<file path="src/logic/boardman_pkg.sv">
package boardman_pkg;

    // stream and bus widths
    localparam int byte_w    = 8;
    localparam int data_w    = 32;
    localparam int lanes     = 4;
    localparam int hdr_w     = 24;
    localparam int bus_adr_w = 20;

    // bit positions in the msb-first command header
    localparam int wr_bit   = 23;
    localparam int hold_bit = 22;

    typedef logic [1:0] lane_t;

    typedef enum logic [4:0] {
        idle,
        hdr2,
        hdr1,
        hdr0,
        rd_len,
        rd_hdr2,
        rd_hdr1,
        rd_hdr0,
        rd_fetch,
        rd_data,
        wr_fill,
        wr_issue,
        wr_hdr2,
        wr_hdr1,
        wr_hdr0,
        wr_count
    } seq_state_t;

endpackage

</file>
<file path="src/logic/boardman_seq.sv">
module boardman_seq (
    input  logic                     clk,
    input  logic                     rst_i,
    input  logic                     rx_valid_i,
    input  logic                     rx_last_i,
    input  logic                     rx_user_i,
    input  logic                     tx_ready_i,
    input  logic                     bus_ack_i,
    input  logic                     wr_cmd_i,
    input  boardman_pkg::lane_t      start_lane_i,
    input  logic                     strobe_full_i,
    input  logic                     last_taken_i,
    input  logic                     count_zero_i,
    output boardman_pkg::seq_state_t state_o,
    output boardman_pkg::lane_t      lane_o,
    output logic                     rx_ready_o,
    output logic                     tx_valid_o,
    output logic                     bus_en_o,
    output logic                     bus_wr_o
);
    import boardman_pkg::*;

    seq_state_t state_q;
    seq_state_t state_d;
    lane_t      lane_q;
    logic       rx_end;

    // last or user on a header byte means the command is cut short
    assign rx_end = rx_last_i || rx_user_i;

    always_comb begin
        state_d = state_q;
        case (state_q)
            idle: begin
                // stray bytes with last or user are drained here
                if (rx_valid_i && !rx_end) begin
                    state_d = hdr2;
                end
            end
            hdr2: begin
                if (rx_valid_i) begin
                    state_d = rx_end ? idle : hdr1;
                end
            end
            hdr1: begin
                if (rx_valid_i) begin
                    state_d = rx_end ? idle : hdr0;
                end
            end
            hdr0: begin
                if (rx_valid_i) begin
                    if (rx_end) begin
                        state_d = idle;
                    end else begin
                        state_d = wr_cmd_i ? wr_fill : rd_len;
                    end
                end
            end
            rd_len: begin
                // length byte must close the command
                if (rx_valid_i) begin
                    state_d = (rx_user_i || !rx_last_i) ? idle : rd_hdr2;
                end
            end
            rd_hdr2: state_d = tx_ready_i ? rd_hdr1 : rd_hdr2;
            rd_hdr1: state_d = tx_ready_i ? rd_hdr0 : rd_hdr1;
            rd_hdr0: state_d = tx_ready_i ? rd_fetch : rd_hdr0;
            rd_fetch: begin
                if (bus_ack_i) begin
                    state_d = rd_data;
                end
            end
            rd_data: begin
                if (tx_ready_i) begin
                    if (count_zero_i) begin
                        state_d = idle;
                    end else if (lane_q == lane_t'(lanes - 1)) begin
                        state_d = rd_fetch;
                    end
                end
            end
            wr_fill: begin
                if (rx_valid_i) begin
                    if (rx_user_i) begin
                        state_d = idle;
                    end else if (rx_last_i || strobe_full_i) begin
                        state_d = wr_issue;
                    end
                end
            end
            wr_issue: begin
                if (bus_ack_i) begin
                    state_d = last_taken_i ? wr_hdr2 : wr_fill;
                end
            end
            wr_hdr2: state_d = tx_ready_i ? wr_hdr1 : wr_hdr2;
            wr_hdr1: state_d = tx_ready_i ? wr_hdr0 : wr_hdr1;
            wr_hdr0: state_d = tx_ready_i ? wr_count : wr_hdr0;
            wr_count: state_d = tx_ready_i ? idle : wr_count;
            default: state_d = idle;
        endcase
    end

    always_ff @(posedge clk) begin
        if (rst_i) begin
            state_q <= idle;
            lane_q  <= '0;
        end else begin
            state_q <= state_d;
            // lane wraps from 3 back to 0 on its own
            if (state_q == hdr0 && rx_valid_i) begin
                lane_q <= start_lane_i;
            end else if (state_q == wr_fill && rx_valid_i && !rx_user_i) begin
                lane_q <= lane_q + lane_t'(1);
            end else if (state_q == rd_data && tx_ready_i) begin
                lane_q <= lane_q + lane_t'(1);
            end
        end
    end

    assign state_o    = state_q;
    assign lane_o     = lane_q;
    assign rx_ready_o = (state_q inside {hdr2, hdr1, hdr0, rd_len, wr_fill}) ||
                        (state_q == idle && rx_valid_i && rx_end);
    assign tx_valid_o = state_q inside {rd_hdr2, rd_hdr1, rd_hdr0, rd_data,
                                        wr_hdr2, wr_hdr1, wr_hdr0, wr_count};
    assign bus_en_o   = (state_q == rd_fetch) || (state_q == wr_issue);
    assign bus_wr_o   = (state_q == wr_issue);

endmodule

</file>
<file path="src/logic/boardman_addr_track.sv">
module boardman_addr_track (
    input  logic                                   clk,
    input  logic                                   rst_i,
    input  boardman_pkg::seq_state_t               state_i,
    input  boardman_pkg::lane_t                    lane_i,
    input  logic [boardman_pkg::byte_w-1:0]        rx_data_i,
    input  logic                                   rx_valid_i,
    input  logic                                   tx_ready_i,
    input  logic                                   bus_ack_i,
    output logic [boardman_pkg::hdr_w-1:0]         header_o,
    output logic                                   wr_cmd_o,
    output boardman_pkg::lane_t                    start_lane_o,
    output logic [boardman_pkg::bus_adr_w-1:0]     bus_adr_o,
    output logic [boardman_pkg::byte_w-1:0]        count_o,
    output logic                                   count_zero_o
);
    import boardman_pkg::*;

    logic [hdr_w-1:0]     header_q;
    logic [bus_adr_w-1:0] adr_q;
    logic [byte_w-1:0]    count_q;
    logic                 adr_step;

    always_ff @(posedge clk) begin
        if (rx_valid_i) begin
            case (state_i)
                hdr2: header_q[hdr_w-1 -: byte_w] <= rx_data_i;
                hdr1: header_q[2*byte_w-1 -: byte_w] <= rx_data_i;
                hdr0: header_q[byte_w-1:0] <= rx_data_i;
                default: header_q <= header_q;
            endcase
        end
    end

    // a write only steps once its word wrapped past the top lane
    assign adr_step = bus_ack_i && !header_q[hold_bit] &&
                      (state_i == rd_fetch || (state_i == wr_issue && lane_i == '0));

    always_ff @(posedge clk) begin
        if (state_i == hdr0 && rx_valid_i) begin
            adr_q <= {header_q[hold_bit-1:byte_w], rx_data_i[byte_w-1:2]};
        end else if (adr_step) begin
            adr_q <= adr_q + bus_adr_w'(1);
        end
    end

    always_ff @(posedge clk) begin
        if (rst_i || state_i == idle) begin
            count_q <= '0;
        end else if (state_i == wr_fill && rx_valid_i) begin
            count_q <= count_q + byte_w'(1);
        end else if (state_i == rd_len && rx_valid_i) begin
            count_q <= rx_data_i;
        end else if (state_i == rd_data && tx_ready_i) begin
            count_q <= count_q - byte_w'(1);
        end
    end

    // low header byte is still on the stream during hdr0
    assign start_lane_o = (state_i == hdr0) ? rx_data_i[1:0] : header_q[1:0];
    assign header_o     = header_q;
    assign wr_cmd_o     = header_q[wr_bit];
    assign bus_adr_o    = adr_q;
    assign count_o      = count_q;
    assign count_zero_o = (count_q == '0);

endmodule

</file>
<file path="src/logic/boardman_word_buf.sv">
module boardman_word_buf (
    input  logic                                clk,
    input  logic                                rst_i,
    input  boardman_pkg::seq_state_t            state_i,
    input  boardman_pkg::lane_t                 lane_i,
    input  logic [boardman_pkg::byte_w-1:0]     rx_data_i,
    input  logic                                rx_valid_i,
    input  logic                                rx_last_i,
    input  logic                                bus_ack_i,
    input  logic [boardman_pkg::data_w-1:0]     bus_dat_i,
    output logic [boardman_pkg::data_w-1:0]     bus_dat_o,
    output logic [boardman_pkg::lanes-1:0]      bus_wstrb_o,
    output logic                                strobe_full_o,
    output logic                                last_taken_o,
    output logic [boardman_pkg::byte_w-1:0]     lane_byte_o
);
    import boardman_pkg::*;

    logic [data_w-1:0] data_q;
    logic [lanes-1:0]  wstrb_q;
    logic [lanes-1:0]  fill_strb;
    logic              last_taken_q;
    logic              fill;
    lane_t             sel_lane;
    logic [data_w-1:0] src_word;

    assign fill      = (state_i == wr_fill) && rx_valid_i;
    assign fill_strb = wstrb_q | (lanes'(1) << lane_i);

    always_ff @(posedge clk) begin
        if (fill) begin
            data_q[lane_i*byte_w +: byte_w] <= rx_data_i;
        end else if (state_i == rd_fetch && bus_ack_i) begin
            data_q <= bus_dat_i;
        end
    end

    always_ff @(posedge clk) begin
        if (rst_i || state_i == idle || (state_i == wr_issue && bus_ack_i)) begin
            wstrb_q <= '0;
        end else if (fill) begin
            wstrb_q <= fill_strb;
        end
    end

    always_ff @(posedge clk) begin
        if (rst_i || state_i == idle) begin
            last_taken_q <= 1'b0;
        end else if (fill) begin
            last_taken_q <= rx_last_i;
        end
    end

    // lanes fill upward, so the top strobe means the word is done
    assign strobe_full_o = fill_strb[lanes-1];

    // the response byte is picked one step ahead of the send
    assign sel_lane    = (state_i == rd_data) ? lane_i + lane_t'(1) : lane_i;
    assign src_word    = (state_i == rd_fetch) ? bus_dat_i : data_q;
    assign lane_byte_o = src_word[sel_lane*byte_w +: byte_w];

    assign bus_dat_o    = data_q;
    assign bus_wstrb_o  = wstrb_q;
    assign last_taken_o = last_taken_q;

endmodule

</file>
<file path="src/logic/boardman_tx_mux.sv">
module boardman_tx_mux (
    input  logic                                clk,
    input  logic                                rst_i,
    input  boardman_pkg::seq_state_t            state_i,
    input  logic                                tx_ready_i,
    input  logic [boardman_pkg::hdr_w-1:0]      header_i,
    input  logic [boardman_pkg::byte_w-1:0]     count_i,
    input  logic                                count_zero_i,
    input  logic [boardman_pkg::byte_w-1:0]     lane_byte_i,
    output logic [boardman_pkg::byte_w-1:0]     tx_data_o,
    output logic                                tx_last_o
);
    import boardman_pkg::*;

    logic [byte_w-1:0] tx_data_q;
    logic              tx_last_q;
    logic              load;
    logic [byte_w-1:0] nxt_data;
    logic              nxt_last;

    // next byte is ready before the state that sends it
    always_comb begin
        load     = 1'b0;
        nxt_data = tx_data_q;
        nxt_last = 1'b0;
        case (state_i)
            rd_len, wr_issue: begin
                load     = 1'b1;
                nxt_data = header_i[hdr_w-1 -: byte_w];
            end
            rd_hdr2, wr_hdr2: begin
                load     = tx_ready_i;
                nxt_data = header_i[2*byte_w-1 -: byte_w];
            end
            rd_hdr1, wr_hdr1: begin
                load     = tx_ready_i;
                nxt_data = header_i[byte_w-1:0];
            end
            rd_fetch: begin
                // keeps loading until the ack cycle leaves the state
                load     = 1'b1;
                nxt_data = lane_byte_i;
                nxt_last = count_zero_i;
            end
            rd_data: begin
                load     = tx_ready_i;
                nxt_data = lane_byte_i;
                nxt_last = (count_i == byte_w'(1));
            end
            wr_hdr0: begin
                load     = tx_ready_i;
                nxt_data = count_i;
                nxt_last = 1'b1;
            end
            default: load = 1'b0;
        endcase
    end

    always_ff @(posedge clk) begin
        if (load) begin
            tx_data_q <= nxt_data;
        end
    end

    always_ff @(posedge clk) begin
        if (rst_i) begin
            tx_last_q <= 1'b0;
        end else if (load) begin
            tx_last_q <= nxt_last;
        end
    end

    assign tx_data_o = tx_data_q;
    assign tx_last_o = tx_last_q;

endmodule

</file>
<file path="src/logic/boardman_core.sv">
module boardman_core (
    input  logic                                  clk,
    input  logic                                  rst_i,
    input  logic [boardman_pkg::byte_w-1:0]       rx_data_i,
    input  logic                                  rx_valid_i,
    input  logic                                  rx_last_i,
    input  logic                                  rx_user_i,
    output logic                                  rx_ready_o,
    output logic [boardman_pkg::byte_w-1:0]       tx_data_o,
    output logic                                  tx_valid_o,
    output logic                                  tx_last_o,
    input  logic                                  tx_ready_i,
    output logic [boardman_pkg::bus_adr_w-1:0]    bus_adr_o,
    output logic [boardman_pkg::data_w-1:0]       bus_dat_o,
    output logic                                  bus_en_o,
    output logic                                  bus_wr_o,
    output logic [boardman_pkg::lanes-1:0]        bus_wstrb_o,
    input  logic [boardman_pkg::data_w-1:0]       bus_dat_i,
    input  logic                                  bus_ack_i
);
    import boardman_pkg::*;

    seq_state_t        state;
    lane_t             lane;
    lane_t             start_lane;
    logic              wr_cmd;
    logic              strobe_full;
    logic              last_taken;
    logic              count_zero;
    logic [hdr_w-1:0]  header;
    logic [byte_w-1:0] count;
    logic [byte_w-1:0] lane_byte;

    boardman_seq i_seq (
        .clk          (clk),
        .rst_i        (rst_i),
        .rx_valid_i   (rx_valid_i),
        .rx_last_i    (rx_last_i),
        .rx_user_i    (rx_user_i),
        .tx_ready_i   (tx_ready_i),
        .bus_ack_i    (bus_ack_i),
        .wr_cmd_i     (wr_cmd),
        .start_lane_i (start_lane),
        .strobe_full_i(strobe_full),
        .last_taken_i (last_taken),
        .count_zero_i (count_zero),
        .state_o      (state),
        .lane_o       (lane),
        .rx_ready_o   (rx_ready_o),
        .tx_valid_o   (tx_valid_o),
        .bus_en_o     (bus_en_o),
        .bus_wr_o     (bus_wr_o)
    );

    boardman_addr_track i_addr_track (
        .clk          (clk),
        .rst_i        (rst_i),
        .state_i      (state),
        .lane_i       (lane),
        .rx_data_i    (rx_data_i),
        .rx_valid_i   (rx_valid_i),
        .tx_ready_i   (tx_ready_i),
        .bus_ack_i    (bus_ack_i),
        .header_o     (header),
        .wr_cmd_o     (wr_cmd),
        .start_lane_o (start_lane),
        .bus_adr_o    (bus_adr_o),
        .count_o      (count),
        .count_zero_o (count_zero)
    );

    boardman_word_buf i_word_buf (
        .clk          (clk),
        .rst_i        (rst_i),
        .state_i      (state),
        .lane_i       (lane),
        .rx_data_i    (rx_data_i),
        .rx_valid_i   (rx_valid_i),
        .rx_last_i    (rx_last_i),
        .bus_ack_i    (bus_ack_i),
        .bus_dat_i    (bus_dat_i),
        .bus_dat_o    (bus_dat_o),
        .bus_wstrb_o  (bus_wstrb_o),
        .strobe_full_o(strobe_full),
        .last_taken_o (last_taken),
        .lane_byte_o  (lane_byte)
    );

    boardman_tx_mux i_tx_mux (
        .clk          (clk),
        .rst_i        (rst_i),
        .state_i      (state),
        .tx_ready_i   (tx_ready_i),
        .header_i     (header),
        .count_i      (count),
        .count_zero_i (count_zero),
        .lane_byte_i  (lane_byte),
        .tx_data_o    (tx_data_o),
        .tx_last_o    (tx_last_o)
    );

endmodule

</file>
<file path="config.mk">
export PLATFORM = sky130hd
export DESIGN_NAME = boardman_core
export DESIGN_NICKNAME = d
export VERILOG_FILES = /design/src/logic/boardman_pkg.sv /design/src/logic/boardman_seq.sv /design/src/logic/boardman_addr_track.sv /design/src/logic/boardman_word_buf.sv /design/src/logic/boardman_tx_mux.sv /design/src/logic/boardman_core.sv
export SDC_FILE = /design/constraint.sdc
export NUM_CORES = 1
export LEC_CHECK = 0
export BUFFER_PORTS_ARGS = -buffer_cell sky130_fd_sc_hd__buf_4
export CORE_ASPECT_RATIO = 1.25
export CORE_MARGIN = 5
export CORE_UTILIZATION = 44
export DETAILED_ROUTE_END_ITERATION = 10
export PLACE_DENSITY = 0.65
export SETUP_SLACK_MARGIN = 0.02
export SKIP_LAST_GASP = 1
export SLEW_MARGIN = 20
export SYNTH_ARGS = -nofsm -noshare
export SYNTH_HDL_FRONTEND = slang
export SYNTH_SLANG_ARGS = --single-unit
</file>
<file path="constraint.sdc">
create_clock -name clk -period 6.3 [get_ports clk]
set_input_delay 0 -clock clk [delete_from_list [all_inputs] [get_ports clk]]
set_output_delay 0 -clock clk [all_outputs]
set_load 0.02 [all_outputs]
</file>
==> impl_results.md <==
* Die Height at 144 um
* Commonest cells after routing, fill and taps aside: buf_4 (123), edfxtp_1 (84), nand2_1 (68)
* Placed Cells at 887
* H-tree depth at 3
* Row cnt at 49
* Number of CTS-inserted buffers at 9
* Clock sinks at 104
* Final setup fails at 0
* Fin crit share at 43.6%
* Crit Path Category: flip-flop to flip-flop
* RSZ-0062 raised after global routing: no
* Crit end category: flip-flop
* Filler cell count at 1254
* Hold Violations, Final at 0
* Final nets at 818
* Core Region at about 0.014 mm2
* Adder-Cell Fraction of Synth Area at 1.77%
* Leakage at 2.96 nW
* Synth top area share at 39.7%
* Pwr dens at approximately 180 mW/mm2
* Area Growth Syn to Fin at 25.1%
* Post-layout total power at 1.41 mW
* Maxcap violations at 0
* Worst-margin pin slew at about 1100 ps
* Placement-stage cell area at 0.00723 mm2
* WP data required at 6520 ps
* Crit Path Max Fanout at 42
* Worst Setup SP: i_seq.state_o[3]
* Die Span X at 117 um
* Cells after Synth at ~640
* Detailed Place HPWL at 14400 um
* Core Util, Final at a little under three fifths
* R2R Path Start: i_seq.state_o[3]
* Initial antenna violation count at 0
* Starting density of the core at 44.4%
* Ys flop type: edfxtp_1
* WHS at 47.2 ps
* Initial drt markers at 800
* Capture point of the worst path: i_tx_mux.tx_data_o[0]
* Non-filler instance count after layout at 945
* DRT Wirelength at 20400 um
* Compound-cell area share of the yosys netlist at 20.6%
* Number of global-route vias before repair at 5560
* Netlist Area Pre-Place at 0.00635 mm2
* N_diodes at 0
* First-pass GRT wire length at 31300 um
* Root Buffer: clkbuf_16
* I/O pins at 116
* Fraction of registers with async set/reset at 0%
* Clk_lat worst skew at 360 ps
* Type of origin of the critical path: flip-flop
* Maximum VDD drop at 0.112 mV
* Slew margin rel. at between 20% and 30%
* Vias per cell at 6.12
* DRT Pass-1 Iters at 8
* Largest net degree at the start of global routing at 48
* Full die area at 0.0169 mm2
* Gr ovfl total at 0
* Worst EP arrival at 2970 ps
* Setup TNS at 0 ps
* Fin area at 0.00794 mm2
* Antenna Violating Nets Remaining at 0
* Flops & latches, synth at ~100
* Register area share after synthesis at a little under half
* Post-CTS Setup Inserts at 0
* GPL Wtd Cong at 0.901
* Count of warnings emitted by yosys at 0
* Worst slack, placed at 3430 ps
* Max-slew violation count at 0
* Commonest non-fill, non-tap cell in the layout: buf_4
* Buffers on Ports at about 120
* Syn avg cell area at 9.98 um2
* Crit path time final at 2750 ps
* Post-CTS Resized at 0
* Mux contribution to synthesized area at under 10%
* Area leader, netlist: edfxtp_1
* Synth top area cells: edfxtp_1 (40%), dfxtp_1 (6.3%), nand2_1 (4.0%), a22o_1 (3.5%), mux2_2 (3.0%)
* DR DRC count at 0
* Clock Skew at 14.7 ps
* Share of layout cells above drive strength 1 at 23.2%
* Fmax at 364 MHz
* Worst min-delay path category: primary input to flip-flop
* Largest family of logic cells by synthesized area: compound AO/OA/AOI/OAI gates
* EDFF count, synth at between 80 and 90
* R2R Path End: i_tx_mux.tx_data_o[0]
* Aggregate global-route resource usage at about 23%
* Hold_buf cts at 41
* XOR/XNOR share of the synthesized area at 3.29%
* Syn_nets at 692
* Netlist cell types at 80
* Reg clk slew, reported paths at 90 ps
* Reg2reg path depth at 6
* Worst Slack Setup Final at 3550 ps
* Sequential cell area at 0.00292 mm2
* R2R Setup Slk at 3550 ps
* Via count at 5786
* Per-cell routed wire length at ~22 um
* Post-Synth Simple-Gate Area at 18.4%
* Status: complete, no violations
* Area of the multi-input gates at between 0.003 and 0.004 mm2
* TritonCTS clock tree: yes
* Clk buf depth at 2
==> synthesized netlist by cell type (6+ instances only) <==
cell	n
inv_1	14
dfxtp_1	20
nand3b_1	6
nand2_1	68
mux2_2	17
ha_1	9
a222oi_1	12
nor2b_1	7
nand4_1	7
o21ai_1	7
and3_1	7
a22o_1	25
mux2i_1	10
edfxtp_1	84
a31oi_1	7
a22oi_1	9
clkbuf_1	28
buf_6	7
buf_2	7
a21oi_1	35
a21o_1	8
nand2b_1	10
xnor2_1	10
xor2_1	12
nor2_1	45
nand3_1	18
nor3_1	9
or3b_2	6
o21ai_0	37
o22a_1	6
==> kinds of logic after synthesis <==
logic type	Yosys count
AND/OR/NAND/NOR	223
AO/OA/AOI/OAI	184
flip-flops	104
buffers and inverters	66
multiplexers	27
XOR/XNOR	23
adder cells (fa/ha/maj)	9
==> report_power, final <==
group          switching, mW  internal (mW)
clock network          0.281          0.280
logic                 0.0510         0.0557
registers           0.000678          0.739
==> state kept, by name, indices dropped and copies added, names as in the netlist <==
name	count
i_addr_track.bus_adr_o	20
i_addr_track.count_o	8
i_addr_track.header_o	24
i_seq.lane_o	2
i_seq.state_o	4
i_tx_mux.tx_data_o	8
i_tx_mux.tx_last_o	1
i_word_buf.bus_dat_o	32
i_word_buf.bus_wstrb_o	4
i_word_buf.last_taken_o	1
==> how the worst min path moves through the flow <==
stage / start / cells after the start / to
after floorplan: rx_data_i[0] / 0 / i_addr_track.header_o[0]
after global placement: rst_i / 2 / i_seq.state_o[2]
after detailed placement: rst_i / 2 / i_seq.state_o[2]
after CTS: rx_data_i[4] / 1 / i_addr_track.header_o[4]
after global routing: bus_ack_i / 3 / i_word_buf.bus_wstrb_o[3]
final: bus_ack_i / 3 / i_word_buf.bus_wstrb_o[2]
==> worst max-delay path, stage by stage, from the launching register on <==
cell and delay (ps):
dfxtp_1 310, buf_4 350, nor3b_2 420, mux2i_1 870, a222oi_1 310, o22a_1 280
o21ai_1 70
==> routing by layer <==
layer  up-vias  wire, um  global-route usage [%]
li1       2659         -                       -
met1      2777      8040                    29.4
met2       302     10300                    40.1
met3        48      1400                    4.03
met4         0       611                    8.25
met5         -         0                       0
==> layout make-up <==
cell class / count / area share (%)
tap: 178 / 2.81
multi-input combinational: 466 / 39.0
sequential: 104 / 36.8
timing repair buffer: 165 / 16.9
inverter: 16 / 0.757
clock inverter: 6 / 0.788
clock buffer: 10 / 2.88
(Power assumes the default switching activity.)
